### config.mk
export PLATFORM = sky130hd
export DESIGN_NAME = dispatchPipeReg
export DESIGN_NICKNAME = d
export VERILOG_FILES = /design/src/microOpPkg.sv /design/src/schedulerPkg.sv /design/src/dispatchPipeReg.sv
export SDC_FILE = /design/constraint.sdc
export NUM_CORES = 1
export LEC_CHECK = 0
export BUFFER_PORTS_ARGS = -buffer_cell sky130_fd_sc_hd__buf_4
export CAP_MARGIN = 20
export CORE_MARGIN = 4
export CORE_UTILIZATION = 45
export CTS_CLUSTER_SIZE = 14
export DETAILED_ROUTE_END_ITERATION = 8
export HOLD_SLACK_MARGIN = 0.06
export PLACE_DENSITY = 0.79
export SYNTH_ARGS = -nofsm -noshare
export SYNTH_HDL_FRONTEND = slang
export SYNTH_SLANG_ARGS = --single-unit
export TNS_END_PERCENT = 50
### constraint.sdc
create_clock -name ctrl -period 2.09 [get_ports ctrl]
set_clock_uncertainty 0.05 [all_clocks]
set_input_delay 0.209 -clock ctrl [delete_from_list [all_inputs] [get_ports ctrl]]
set_output_delay 0.209 -clock ctrl [all_outputs]
set_load 0.03 [all_outputs]
### src/microOpPkg.sv
`default_nettype none
// **********************************************************************
// Micro-op encoding
// Op classes, sub-types, operand kinds and the packed sub-info field
// used by the issue-queue payload
// **********************************************************************
package microOpPkg;

    // Op class, which is also the issue-queue bank index
    typedef logic [1:0] mopType;
    localparam mopType MOP_TYPE_INT     = 2'd0;
    localparam mopType MOP_TYPE_COMPLEX = 2'd1;
    localparam mopType MOP_TYPE_MEM     = 2'd2;

    // Number of issue-queue banks, one per class
    localparam int QUEUE_CLASSES = 3;

    // Sub-type whose meaning depends on the class
    typedef logic [1:0] mopSubType;
    localparam mopSubType INT_SUB_ALU     = 2'd0;
    localparam mopSubType INT_SUB_SHIFT   = 2'd1;
    localparam mopSubType INT_SUB_BR      = 2'd2;
    localparam mopSubType INT_SUB_RIJ     = 2'd3;
    localparam mopSubType COMPLEX_SUB_MUL = 2'd0;
    localparam mopSubType COMPLEX_SUB_DIV = 2'd1;
    localparam mopSubType MEM_SUB_LOAD    = 2'd0;
    localparam mopSubType MEM_SUB_STORE   = 2'd1;

    // Where an operand comes from
    typedef logic [1:0] operandType;
    localparam operandType OOT_REG  = 2'd0;
    localparam operandType OOT_IMM  = 2'd1;
    localparam operandType OOT_PC   = 2'd2;
    localparam operandType OOT_ZERO = 2'd3;

    typedef logic [3:0]  aluCode;
    typedef logic [11:0] brDisp;
    typedef logic [1:0]  mulDivCode;
    typedef logic [2:0]  memAccessMode;

    // Class-specific info that the branch layout fills completely
    typedef logic [11:0] subInfo;

    // Zero padding above each narrower layout
    localparam int INT_SUB_PAD = $bits(subInfo) - 2 * $bits(operandType) - $bits(aluCode);
    localparam int MUL_SUB_PAD = $bits(subInfo) - 1 - $bits(mulDivCode);
    localparam int DIV_SUB_PAD = $bits(subInfo) - $bits(mulDivCode);
    localparam int MEM_SUB_PAD = $bits(subInfo) - $bits(mopSubType)
                                 - $bits(memAccessMode) - $bits(operandType);

endpackage
`default_nettype wire

### src/schedulerPkg.sv
`default_nettype none
// **********************************************************************
// Scheduler-side types
// Register numbers, queue and active-list pointers and the
// issue-queue payload word
// **********************************************************************
package schedulerPkg;
    import microOpPkg::*;

    typedef logic [5:0]  phyRegNum;
    typedef logic [4:0]  activeListPtr;
    typedef logic [3:0]  issueQueuePtr;

    // Low PC bits kept for branch recovery
    typedef logic [15:0] pcLow;

    // Payload word fields from the top
    //   reserved zeros, mopSubType, phySrcA, phySrcB, phyDst, writeReg,
    //   activeListPtr, pcLow, subInfo, parity
    localparam int PAYLOAD_WIDTH = 63;
    typedef logic [PAYLOAD_WIDTH-1:0] payloadWord;

    // Bits taken by the real fields and parity
    localparam int PW_USED_WIDTH = $bits(mopSubType)
                                   + 3 * $bits(phyRegNum)
                                   + 1
                                   + $bits(activeListPtr)
                                   + $bits(pcLow)
                                   + $bits(subInfo)
                                   + 1;

    // Unused top bits that are always written as zero
    localparam int PW_RESERVED_WIDTH = PAYLOAD_WIDTH - PW_USED_WIDTH;

    // Parity sits in bit 0 and makes the XOR of the whole word zero
    localparam int PW_PARITY_POS = 0;

endpackage
`default_nettype wire

### src/dispatchPipeReg.sv
`timescale 1ns/10ps
`default_nettype none
// **********************************************************************
// Dispatch pipeline register
// Captures renamed ops of every lane, holds them while stalled
// **********************************************************************
module dispatchPipeReg import microOpPkg::*, schedulerPkg::*; #(
    parameter int dispatchWidth = 2
) (
    input  logic         ctrl,
    input  logic         arstN,
    input  logic         stall,
    input  logic         opValid          [dispatchWidth],
    input  mopType       opMopType        [dispatchWidth],
    input  mopSubType    opSubType        [dispatchWidth],
    input  operandType   opTypeA          [dispatchWidth],
    input  operandType   opTypeB          [dispatchWidth],
    input  aluCode       opAluCode        [dispatchWidth],
    input  brDisp        opBrDisp         [dispatchWidth],
    input  logic         opMulUpper       [dispatchWidth],
    input  mulDivCode    opMulDivCode     [dispatchWidth],
    input  memAccessMode opMemMode        [dispatchWidth],
    input  phyRegNum     opPhySrcA        [dispatchWidth],
    input  phyRegNum     opPhySrcB        [dispatchWidth],
    input  phyRegNum     opPhyDst         [dispatchWidth],
    input  logic         opWriteReg       [dispatchWidth],
    input  activeListPtr opActiveListPtr  [dispatchWidth],
    input  issueQueuePtr opIssueQueuePtr  [dispatchWidth],
    input  pcLow         opPc             [dispatchWidth],
    output logic         regValid         [dispatchWidth],
    output mopType       regMopType       [dispatchWidth],
    output mopSubType    regSubType       [dispatchWidth],
    output operandType   regTypeA         [dispatchWidth],
    output operandType   regTypeB         [dispatchWidth],
    output aluCode       regAluCode       [dispatchWidth],
    output brDisp        regBrDisp        [dispatchWidth],
    output logic         regMulUpper      [dispatchWidth],
    output mulDivCode    regMulDivCode    [dispatchWidth],
    output memAccessMode regMemMode       [dispatchWidth],
    output phyRegNum     regPhySrcA       [dispatchWidth],
    output phyRegNum     regPhySrcB       [dispatchWidth],
    output phyRegNum     regPhyDst        [dispatchWidth],
    output logic         regWriteReg      [dispatchWidth],
    output activeListPtr regActiveListPtr [dispatchWidth],
    output issueQueuePtr regIssueQueuePtr [dispatchWidth],
    output pcLow         regPc            [dispatchWidth]
);

    always_ff @(posedge ctrl or negedge arstN) begin
        if (!arstN) begin
            for (int i = 0; i < dispatchWidth; i++) begin
                regValid[i]         <= 1'b0;
                regMopType[i]       <= '0;
                regSubType[i]       <= '0;
                regTypeA[i]         <= '0;
                regTypeB[i]         <= '0;
                regAluCode[i]       <= '0;
                regBrDisp[i]        <= '0;
                regMulUpper[i]      <= 1'b0;
                regMulDivCode[i]    <= '0;
                regMemMode[i]       <= '0;
                regPhySrcA[i]       <= '0;
                regPhySrcB[i]       <= '0;
                regPhyDst[i]        <= '0;
                regWriteReg[i]      <= 1'b0;
                regActiveListPtr[i] <= '0;
                regIssueQueuePtr[i] <= '0;
                regPc[i]            <= '0;
            end
        end else if (!stall) begin
            // Whole group moves together or holds
            regValid         <= opValid;
            regMopType       <= opMopType;
            regSubType       <= opSubType;
            regTypeA         <= opTypeA;
            regTypeB         <= opTypeB;
            regAluCode       <= opAluCode;
            regBrDisp        <= opBrDisp;
            regMulUpper      <= opMulUpper;
            regMulDivCode    <= opMulDivCode;
            regMemMode       <= opMemMode;
            regPhySrcA       <= opPhySrcA;
            regPhySrcB       <= opPhySrcB;
            regPhyDst        <= opPhyDst;
            regWriteReg      <= opWriteReg;
            regActiveListPtr <= opActiveListPtr;
            regIssueQueuePtr <= opIssueQueuePtr;
            regPc            <= opPc;
        end
    end

endmodule
`default_nettype wire

* Word-level counts from Yosys, hierarchy flattened
Index checks and enable logic that the tools add are counted.
** Word-level totals
- Flip-flop bits (word level) :: 150
- Latch bits :: 0
- Memory bits (writable) :: 0
- Bits in read-only memories :: 0
- Input port bits :: 153
- Output and inout port bits :: 150
- Word-level logic and storage cells :: 34
- Memories :: 0
** Cells by class
- Add/subtract/negate cells :: 0
- $mul :: 0
- Div/mod/pow operators :: 0
- $lt $le $gt $ge :: 0
- Equal/unequal tests :: 0
- Shifts and indexed selects :: 0
- Mux-type cells :: 0
- Bitwise operators :: 0
- Reduce and logical (&&, ||, !) cells :: 0

* Longest topological paths before layout
- Word-level depth :: 0
- Mapped depth :: 4
- Depth with buffers taken out :: 1

* Least setup slack after synthesis
OpenSTA, ideal clock, no wires.
- Path type :: input -> register
- Start point :: input stall
- End point :: register regActiveListPtr[0] (netlist name)
- Library setup time :: 125 ps
- Arrival time :: 894 ps
- Required time :: 1915 ps
- Setup slack :: 1021 ps
- Stages :: 4
- Path buffers :: 3
- Path through :: buf_6 > buf_8 > buf_6 > mux2_4
** RTL lines
- from (decl) :: RTL line dispatchPipeReg.sv:12 : input logic stall,
- to (signal assigned) :: RTL line dispatchPipeReg.sv:86 : regActiveListPtr <= opActiveListPtr;
- to (decl) :: RTL line dispatchPipeReg.sv:44 : output activeListPtr regActiveListPtr [dispatchWidth],
No word-level cell between the ends.

* Worst setup path in the final report
- Start point :: register regBrDisp[13] (netlist name)
- End point :: output regBrDisp[13] (netlist name)
** RTL lines
- from (decl) :: RTL line dispatchPipeReg.sv:36 : output brDisp regBrDisp [dispatchWidth],
- from (signal assigned) :: RTL line dispatchPipeReg.sv:78 : regBrDisp <= opBrDisp;
No word-level cell between the ends.

==> run metrics <==
status complete, no violations; CP Launch Type flop; LEAKAGE 5.19 nW; Synth Net Count 470; worst skew pair latency 0.41 ns; H-tree levels 4; Fin. Hold Viols 0; Reg clk slew, reported paths 0.06 ns; largest net degree at the start of global routing 57; antenna violations before repair 0; Layout area overhead 75.4%; Min-Delay Path Class input port to async pin; worst stage delay on the critical path 0.42 ns; CTS Buf Count 17; worst slew pin tran 0.519 ns; critical path type flop to primary output; via count 4,644; unrepaired setup endpoints after global routing false; cell family with most CP delay flip-flops; TritonRoute pass-1 iters 5; max_slew headroom 65.4%; TritonCTS Sinks 150; Final TNS setup 0 ns; PnR worst setup slack a little over 0.8 ns; proportion of layout cells with a drive suffix above 1 61.7%; # setup viols final 0; Mapped Area about 6000 um^2; GRT Total Usage approximately a quarter; DR WL/cell 20.5 um; port bufs 302; GP Congestion roughly 0.73; Worst Path Arrival 1.02 ns; Initial DRC Count 213; vias in the first global route 5,333; Hold Buf Count CTS 151; post-synthesis cell type count 6; Remaining Overflow, GRT 0; DP Area roughly 8400 um^2; Syn Area/Cell around 19 um^2; Setup Fix Bufs, Post-CTS 0; Clock Tree Buf Depth 2; Die Height 123 um; post-synthesis sequential area ratio between 60% and 70%; row cnt 41; DRT antenna net count 0; crit path buf inv count 1; fin crit share between 60% and 70%; number of remaining DRC errors 0; CP Capture Type primary output; DIE WIDTH about 120 um; pre-CTS setup slack 0.614 ns; pins over their slew limit 0; #FFs+latches synth 150; die area 15,200 um^2; CTS tree built; max frequency roughly 780 MHz; IO Pins 303; DP Wirelength 11,500 um; Routed Wire Length around 20,000 um; Avg Vias per Cell 4.81; WP data required about 1.8 ns; critical path's slowest cell dfrtp_1; nets approximately 930; peak fanout along the critical path 2; minimum clock period 1.28 ns; Initial Utilization 46.6%; Peak VDD IR 596 uV; Resized cells post-CTS 0; max-cap viol count 0; Power Density roughly 810 nW/um^2; first-pass GRT wire length ~30,000 um; post-synthesis cell count 317; final instance area 10,500 um^2; CTS Root Cell clkbuf_16; CP Cell Sequence buf_4; Yosys warnings 0; Core Region 12,800 um^2
final timing paths:
| check | startpoint | endpoint | slack [ns] | cells past startpoint |
|---|---|---|---|---|
| setup reg to reg | regBrDisp[13] | regBrDisp[13] | 1.23 | 1 |
| setup / recovery | regBrDisp[13] | regBrDisp[13] | 0.81 | 1 |
| hold / removal | arstN | regActiveListPtr[2] | 0.29 | 2 |
| hold reg to reg | regWriteReg[0] | regWriteReg[0] | 0.46 | 1 |
| min in group ctrl | stall | regPc[30] | 0.34 | 2 |
| max in group asynchronous | arstN | regPc[23] | 1.02 | 3 |
through the flow:
| step | instances | hold slack [ns] | util, % | power [mW] |
|---|---|---|---|---|
| floorplan | 317 | -0.137 | - | 4.48 |
| global placement | 782 | 0.143 | 65.8 | 5.32 |
| detailed placement | 782 | 0.158 | 65.8 | 5.36 |
| CTS | 965 | 0.281 | 81.8 | 8.44 |
| global route | 965 | 0.322 | 81.8 | 8.77 |
| finish | 966 | 0.291 | 81.8 | 8.47 |
cell usage in the layout (no fill, tap or decap):
master / n
buf_12: 5
buf_4: 303
buf_6: 1
bufinv_16: 1
clkbuf_1: 3
clkbuf_16: 17
clkbuf_8: 3
clkinv_2: 7
clkinvlp_4: 2
dfrtp_1: 150
diode_2: 1
dlygate4sd3_1: 151
mux2_2: 50
mux2_4: 100
synth_stat cells:
| master | count | area share [%] |
|---|---|---|
| buf_2 | 5 | 0.42 |
| buf_8 | 1 | 0.25 |
| mux2_2 | 50 | 9.4 |
| buf_6 | 11 | 2.1 |
| mux2_4 | 100 | 25 |
| dfrtp_1 | 150 | 63 |
kinds of logic after synthesis:
kind of cell / Yosys count / synth area share (%)
buffers and inverters: 17 / 2.74
flip-flops: 150 / 62.7
multiplexers: 150 / 34.5
layer usage:
metal / part of all wire, % / track usage [%]
met5: 0 / 0
met1: 35 / 27.6
met2: 53 / 46.8
met3: 7.8 / 8.83
met4: 4.1 / 13.4
where the power goes:
group	switching [mW]	total [mW]	leakage [nW]	internal [mW]
Combinational	1.10	2.22	3.17	1.12
Clock	1.18	2.86	0.269	1.68
Sequential	0.194	3.39	1.75	3.20
state kept, by name, indices dropped and copies added (netlist names), 6 cells and up:
| register | flops |
|---|---|
| regIssueQueuePtr | 8 |
| regAluCode | 8 |
| regBrDisp | 24 |
| regActiveListPtr | 10 |
| regMemMode | 6 |
| regPhyDst | 12 |
| regPhySrcB | 12 |
| regPc | 32 |
| regPhySrcA | 12 |
layout make-up:
cell class	count	area, um^2
clock inverters	10	80.1
well taps	172	215
clock buffers	22	464
fillers	641	2330
diodes	1	2.50
repair buffers	461	3910
multi-input cells	150	2060
flip-flops and latches	150	3750
(Power assumes the default switching activity.)
