--- config.mk ---
export PLATFORM = sky130hd
export DESIGN_NAME = entryFormatter
export DESIGN_NICKNAME = d
export VERILOG_FILES = /design/src/microOpPkg.sv /design/src/schedulerPkg.sv /design/src/entryFormatter.sv
export SDC_FILE = /design/constraint.sdc
export NUM_CORES = 1
export LEC_CHECK = 0
export ABC_AREA = 0
export BUFFER_PORTS_ARGS = -buffer_cell sky130_fd_sc_hd__buf_2
export CORE_AREA = 2 2 116 118
export DETAILED_ROUTE_END_ITERATION = 10
export DIE_AREA = 0 0 118 120
export GPL_TIMING_DRIVEN = 0
export PLACE_DENSITY = 0.65
export SETUP_SLACK_MARGIN = 0.02
export SYNTH_ARGS = -nofsm -noshare
export SYNTH_HDL_FRONTEND = slang
export SYNTH_SLANG_ARGS = --single-unit
--- constraint.sdc ---
create_clock -name vclk -period 1.9
set_input_delay 0.19 -clock vclk [all_inputs]
set_output_delay 0.19 -clock vclk [all_outputs]
set_load 0.02 [all_outputs]
--- src/microOpPkg.sv ---
`default_nettype none
// **********************************************************************
// Micro-op encoding
// Op classes, sub-types, operand kinds and the packed sub-info field
// used by the issue-queue payload
// **********************************************************************
package microOpPkg;

    // Op class, which is also the issue-queue bank index
    typedef logic [1:0] mopType;
    localparam mopType MOP_TYPE_INT     = 2'd0;
    localparam mopType MOP_TYPE_COMPLEX = 2'd1;
    localparam mopType MOP_TYPE_MEM     = 2'd2;

    // Number of issue-queue banks, one per class
    localparam int QUEUE_CLASSES = 3;

    // Sub-type whose meaning depends on the class
    typedef logic [1:0] mopSubType;
    localparam mopSubType INT_SUB_ALU     = 2'd0;
    localparam mopSubType INT_SUB_SHIFT   = 2'd1;
    localparam mopSubType INT_SUB_BR      = 2'd2;
    localparam mopSubType INT_SUB_RIJ     = 2'd3;
    localparam mopSubType COMPLEX_SUB_MUL = 2'd0;
    localparam mopSubType COMPLEX_SUB_DIV = 2'd1;
    localparam mopSubType MEM_SUB_LOAD    = 2'd0;
    localparam mopSubType MEM_SUB_STORE   = 2'd1;

    // Where an operand comes from
    typedef logic [1:0] operandType;
    localparam operandType OOT_REG  = 2'd0;
    localparam operandType OOT_IMM  = 2'd1;
    localparam operandType OOT_PC   = 2'd2;
    localparam operandType OOT_ZERO = 2'd3;

    typedef logic [3:0]  aluCode;
    typedef logic [11:0] brDisp;
    typedef logic [1:0]  mulDivCode;
    typedef logic [2:0]  memAccessMode;

    // Class-specific info that the branch layout fills completely
    typedef logic [11:0] subInfo;

    // Zero padding above each narrower layout
    localparam int INT_SUB_PAD = $bits(subInfo) - 2 * $bits(operandType) - $bits(aluCode);
    localparam int MUL_SUB_PAD = $bits(subInfo) - 1 - $bits(mulDivCode);
    localparam int DIV_SUB_PAD = $bits(subInfo) - $bits(mulDivCode);
    localparam int MEM_SUB_PAD = $bits(subInfo) - $bits(mopSubType)
                                 - $bits(memAccessMode) - $bits(operandType);

endpackage
`default_nettype wire

--- src/schedulerPkg.sv ---
`default_nettype none
// **********************************************************************
// Scheduler-side types
// Register numbers, queue and active-list pointers and the
// issue-queue payload word
// **********************************************************************
package schedulerPkg;
    import microOpPkg::*;

    typedef logic [5:0]  phyRegNum;
    typedef logic [4:0]  activeListPtr;
    typedef logic [3:0]  issueQueuePtr;

    // Low PC bits kept for branch recovery
    typedef logic [15:0] pcLow;

    // Payload word fields from the top
    //   reserved zeros, mopSubType, phySrcA, phySrcB, phyDst, writeReg,
    //   activeListPtr, pcLow, subInfo, parity
    localparam int PAYLOAD_WIDTH = 63;
    typedef logic [PAYLOAD_WIDTH-1:0] payloadWord;

    // Bits taken by the real fields and parity
    localparam int PW_USED_WIDTH = $bits(mopSubType)
                                   + 3 * $bits(phyRegNum)
                                   + 1
                                   + $bits(activeListPtr)
                                   + $bits(pcLow)
                                   + $bits(subInfo)
                                   + 1;

    // Unused top bits that are always written as zero
    localparam int PW_RESERVED_WIDTH = PAYLOAD_WIDTH - PW_USED_WIDTH;

    // Parity sits in bit 0 and makes the XOR of the whole word zero
    localparam int PW_PARITY_POS = 0;

endpackage
`default_nettype wire

--- src/entryFormatter.sv ---
`timescale 1ns/10ps
`default_nettype none
// **********************************************************************
// Issue-queue entry formatter
// Packs each registered op into a payload word with parity and
// produces write strobes, bank selects and source-valid flags
// **********************************************************************
module entryFormatter import microOpPkg::*, schedulerPkg::*; #(
    parameter int dispatchWidth = 2
) (
    input  logic                     stall,
    input  logic                     clear,
    input  logic                     regValid         [dispatchWidth],
    input  mopType                   regMopType       [dispatchWidth],
    input  mopSubType                regSubType       [dispatchWidth],
    input  operandType               regTypeA         [dispatchWidth],
    input  operandType               regTypeB         [dispatchWidth],
    input  aluCode                   regAluCode       [dispatchWidth],
    input  brDisp                    regBrDisp        [dispatchWidth],
    input  logic                     regMulUpper      [dispatchWidth],
    input  mulDivCode                regMulDivCode    [dispatchWidth],
    input  memAccessMode             regMemMode       [dispatchWidth],
    input  phyRegNum                 regPhySrcA       [dispatchWidth],
    input  phyRegNum                 regPhySrcB       [dispatchWidth],
    input  phyRegNum                 regPhyDst        [dispatchWidth],
    input  logic                     regWriteReg      [dispatchWidth],
    input  activeListPtr             regActiveListPtr [dispatchWidth],
    input  issueQueuePtr             regIssueQueuePtr [dispatchWidth],
    input  pcLow                     regPc            [dispatchWidth],
    output logic                     write            [dispatchWidth],
    output logic                     allocated        [dispatchWidth],
    output logic [QUEUE_CLASSES-1:0] queueSel         [dispatchWidth],
    output issueQueuePtr             writePtr         [dispatchWidth],
    output payloadWord               payload          [dispatchWidth],
    output logic                     srcRegValidA     [dispatchWidth],
    output logic                     srcRegValidB     [dispatchWidth]
);

    // Candidate sub-info layouts per lane
    subInfo intLayout [dispatchWidth];
    subInfo mulLayout [dispatchWidth];
    subInfo divLayout [dispatchWidth];
    subInfo memLayout [dispatchWidth];
    subInfo chosenInfo [dispatchWidth];

    // Payload without its parity bit
    logic [PAYLOAD_WIDTH-2:0] payloadBody [dispatchWidth];

    always_comb begin
        for (int i = 0; i < dispatchWidth; i++) begin
            // Strobes
            write[i]     = regValid[i] && !stall && !clear;
            allocated[i] = regValid[i];
            writePtr[i]  = regIssueQueuePtr[i];

            // Bank select follows the op class
            queueSel[i] = '0;
            queueSel[i][MOP_TYPE_INT]     = (regMopType[i] == MOP_TYPE_INT);
            queueSel[i][MOP_TYPE_COMPLEX] = (regMopType[i] == MOP_TYPE_COMPLEX);
            queueSel[i][MOP_TYPE_MEM]     = (regMopType[i] == MOP_TYPE_MEM);

            srcRegValidA[i] = (regTypeA[i] == OOT_REG);
            srcRegValidB[i] = (regTypeB[i] == OOT_REG);

            intLayout[i] = {{INT_SUB_PAD{1'b0}}, regTypeA[i], regTypeB[i], regAluCode[i]};
            mulLayout[i] = {{MUL_SUB_PAD{1'b0}}, regMulUpper[i], regMulDivCode[i]};
            divLayout[i] = {{DIV_SUB_PAD{1'b0}}, regMulDivCode[i]};
            memLayout[i] = {{MEM_SUB_PAD{1'b0}}, regSubType[i], regMemMode[i], regTypeB[i]};

            // Layout choice by class and sub-type
            case (regMopType[i])
                MOP_TYPE_INT: begin
                    if (regSubType[i] == INT_SUB_BR || regSubType[i] == INT_SUB_RIJ) begin
                        chosenInfo[i] = regBrDisp[i];
                    end else begin
                        chosenInfo[i] = intLayout[i];
                    end
                end
                MOP_TYPE_COMPLEX: begin
                    if (regSubType[i] == COMPLEX_SUB_MUL) begin
                        chosenInfo[i] = mulLayout[i];
                    end else begin
                        chosenInfo[i] = divLayout[i];
                    end
                end
                MOP_TYPE_MEM: chosenInfo[i] = memLayout[i];
                default:      chosenInfo[i] = '0;
            endcase

            payloadBody[i] = {
                {PW_RESERVED_WIDTH{1'b0}},
                regSubType[i],
                regPhySrcA[i],
                regPhySrcB[i],
                regPhyDst[i],
                regWriteReg[i],
                regActiveListPtr[i],
                regPc[i],
                chosenInfo[i]
            };

            // Even parity over the whole word
            payload[i] = {payloadBody[i], ^payloadBody[i]};
        end
    end

endmodule
`default_nettype wire

== After elaboration in Yosys (flattened, before gate mapping) ==
Index checks and enable logic that the tools add are counted.

* Reductions and logical operators: 18
* Mux-type cells: 6
* Equality and inequality tests: 8

{| class="wikitable"
|+ Operators with widths
! kind !! number
|-
| $reduce_xor A62 Y1 || 2
|-
| $pmux W12 S3 || 2
|-
| $mux W12 || 2
|-
| $logic_not A2 Y1 || 8
|-
| $eq A2 B2 Y1 const B || 6
|-
| $mux W3 || 2
|-
| $eq A2 B1 Y1 const B || 2
|-
| $logic_and A1 B1 Y1 || 4
|-
| $logic_not A1 Y1 || 2
|-
| $logic_or A1 B1 Y1 || 2
|}

* Bits in registers: 0
* Output and inout port bits: 148

== Longest topological paths before layout ==
* Word-level depth: 5
* Gate-level depth with buffers: 10
* Depth with buffers taken out: 9

== Least setup slack after synthesis ==
No wires, ideal clock.

* Path kind: input to output
* Start: in regSubType[0] (netlist bit)
* End: out payload[0] (netlist bit)
* Cell stages on the path: 9
* Arrival time: 2.390 ns
* Buffers on the path: 0
* Slack: -0.680 ns
* Cells stage by stage: inv_1 ha_1 nor2_4 nand2_1 a21oi_1 a31oi_1 o21ai_0 xnor3_1 xnor3_1

{| class="wikitable"
|+ RTL lines
! item !! line !! source
|-
| from (decl) || entryFormatter.sv:15 || <nowiki>input mopSubType regSubType [dispatchWidth],</nowiki>
|-
| to (decl) || entryFormatter.sv:34 || <nowiki>output payloadWord payload [dispatchWidth],</nowiki>
|}

==> out/metrics.yaml <==
drive_gt1_share_pct: 69.2
routed_wirelength_um: 8950
nets: 815
antenna_cells: 0
portBuffers: 274
power_frac_comb_pct: 100.0
dr.first_iter.drc_count: 61
crit_type: "input port to output port"
die_h_um: 120
dp_cells: 811
rsz0062_at_grt: "true"
io-pin-count: 300
synth_cell_types: 41
power.total_mw: 2.37
final_cells: 831
drv_cap: 0
crit_path_start_kind: "input port"
antenna_found_initial: 0
final_util_pct: 36.5
cp-end-kind: "output port"
failed_checks: "negative setup slack"
p_leak_nw: 2.52
swShare_pct: 47.3
slew_violations: 0
arrival_ns: 2.05
fp-row-count: 42
viasPerCell: 3.74
layout_setup_ws_ns: -0.345
core_um2: 13000
syn_area_per_cell_um2: 7.63
hold_viol_final: 0
ys_seq_area_share_pct: 0
hold_start: "regIssueQueuePtr[4]"
ys_warn_count: 0
worstHoldPathCells: 2
grt_pass1_wl_um: 13400
grt_use_total_pct: 11.0
whs_endpoint: "writePtr[4]"
area_growth_pct: 79.3
ir_worst_vdd_v: 0.000442
min_period_ns: 2.24
min_period_over_period_pct: 118
p_sw_mw: 1.12
num_vias: 3106
nClkBuffers: 0
fmax_mhz: 446
gp_congestion: 0.807
die_area_um2: 14200
hp-class: "input port to output port"
crit_required_ns: 1.71
drt_first_pass_iters: 4
status: "complete, but fails checks"
seqPwrFrac_pct: 0
pwr_density_cell_nw_per_um2: 500
drt.antenna.violating_nets: 0
power_frac_clock_pct: 0
start_util_pct: 20.3
first_global_vias: 2912
setup_violations: 2
routedWlPerCell_um: 10.8
route.detailed.drc: 0
fp.dieW_um: 118
overflow: 0
grt_max_degree: 11
hpwl_um: 7820
n_sequential_cell: 0
syn_inst: 346
path_max_fanout: 4
p_int_mw: 1.25
synth_area_um2: 2640
seq_area_um2: 0
-- power by group through the flow --
stage | Sequential (mW) | Combinational, mW | Clock [mW]
2_1_floorplan | 0 | 1.61 | 0
3_3_place_gp | 0 | 2.18 | 0
3_5_place_dp | 0 | 2.19 | 0
4_1_cts | 0 | 2.35 | 0
5_1_grt | 0 | 2.53 | 0
6_report | 0 | 2.37 | 0
-- layout make-up --
cell class         instances  area (µm²)
plain buffers            118         875
well taps                176         220
multi-input cells        234        2010
fillers                 1406        8240
inverters                  9        46.3
repair buffers           294        1590
-- through the flow --
stage	worst slack [ns]	setup TNS, ns	cell area, µm²	hold WS [ns]
floorplan	-0.255	-0.394	2810	0.430
global placement	-0.644	-1.23	4400	0.597
detailed placement	-0.659	-1.26	4400	0.598
CTS	-0.399	-0.796	4660	0.598
global route	-0.441	-0.860	4740	0.606
finish	-0.345	-0.675	4740	0.597
-- cells in the final DEF, fill, tap and decap left out, types with 3 or more instances in the layout --
master and count:
xnor2_1 83, a21oi_1 10, o21ai_2 4, a211oi_1 7, o21ai_0 7, conb_1 16, nor2b_1 5, and2_1 9
inv_1 6, mux2i_2 3, nand2_1 14, buf_6 5, buf_4 130, xnor2_2 5, xor2_1 14, buf_12 3
ha_4 5, buf_2 271, nor2_1 10
-- Yosys cell counts (2+ instances only) --
| cell type | instances | area (µm²) |
|---|---|---|
| ha_1 | 6 | 75.1 |
| mux2i_1 | 6 | 60.1 |
| o22ai_1 | 2 | 12.5 |
| buf_6 | 2 | 22.5 |
| o21ai_0 | 10 | 50.1 |
| xnor2_1 | 89 | 780 |
| buf_4 | 110 | 826 |
| a211oi_1 | 8 | 60.1 |
| xnor3_1 | 3 | 67.6 |
| nor2_1 | 12 | 45.0 |
| inv_1 | 9 | 33.8 |
| nand2_1 | 14 | 52.6 |
| buf_1 | 2 | 7.51 |
| o21ai_1 | 2 | 10.0 |
| a21oi_1 | 11 | 55.1 |
| nor3b_1 | 3 | 22.5 |
| buf_2 | 3 | 15.0 |
| xor2_1 | 14 | 123 |
| mux2_2 | 3 | 33.8 |
| and2_1 | 9 | 56.3 |
| nor3_2 | 2 | 20.0 |
| nor2b_1 | 7 | 43.8 |
-- cells by family after synthesis --
| kind of cell | Yosys count | synth area share, % |
|---|---|---|
| simple gates | 54 | 11.2 |
| mux | 9 | 3.55 |
| buf+inv | 127 | 34.4 |
| compound gates | 43 | 11.2 |
| xor+xnor | 106 | 36.7 |
| fa+ha+maj | 6 | 2.84 |
| other cells | 1 | 0.142 |
-- routing by layer --
layer	up-vias	part of all wire [%]	GRT usage (%)
li1	1606	-	-
met1	1354	39	13.1
met2	138	54	21.5
met3	8	6.4	1.57
met4	0	0.82	0.979
met5	-	0	0
-- worst max path at each step --
stage / start / to / slack [ns]
global route: regSubType[2] / payload[63] / -0.44
floorplan: regSubType[0] / payload[0] / -0.26
detailed placement: regSubType[0] / payload[0] / -0.66
CTS: regSubType[1] / payload[0] / -0.40
global placement: regSubType[0] / payload[0] / -0.64
finish: regSubType[1] / payload[0] / -0.34
-- critical path: stages --
cell	delay, ns
buf_12	0.11
ha_4	0.16
nor2_4	0.16
mux2i_2	0.28
nor3_4	0.07
xnor2_2	0.14
xnor2_1	0.17
xnor3_1	0.25
xnor3_2	0.37
buf_6	0.14
-- what timing repair did --
item                       4_1_cts  5_1_grt
buffers inserted                16        4
hold buffers                     0        0
pin swaps                       25        9
setup endpoints to repair        2        2
gates resized for setup         34       10
Power figures use the tool's default switching activity.
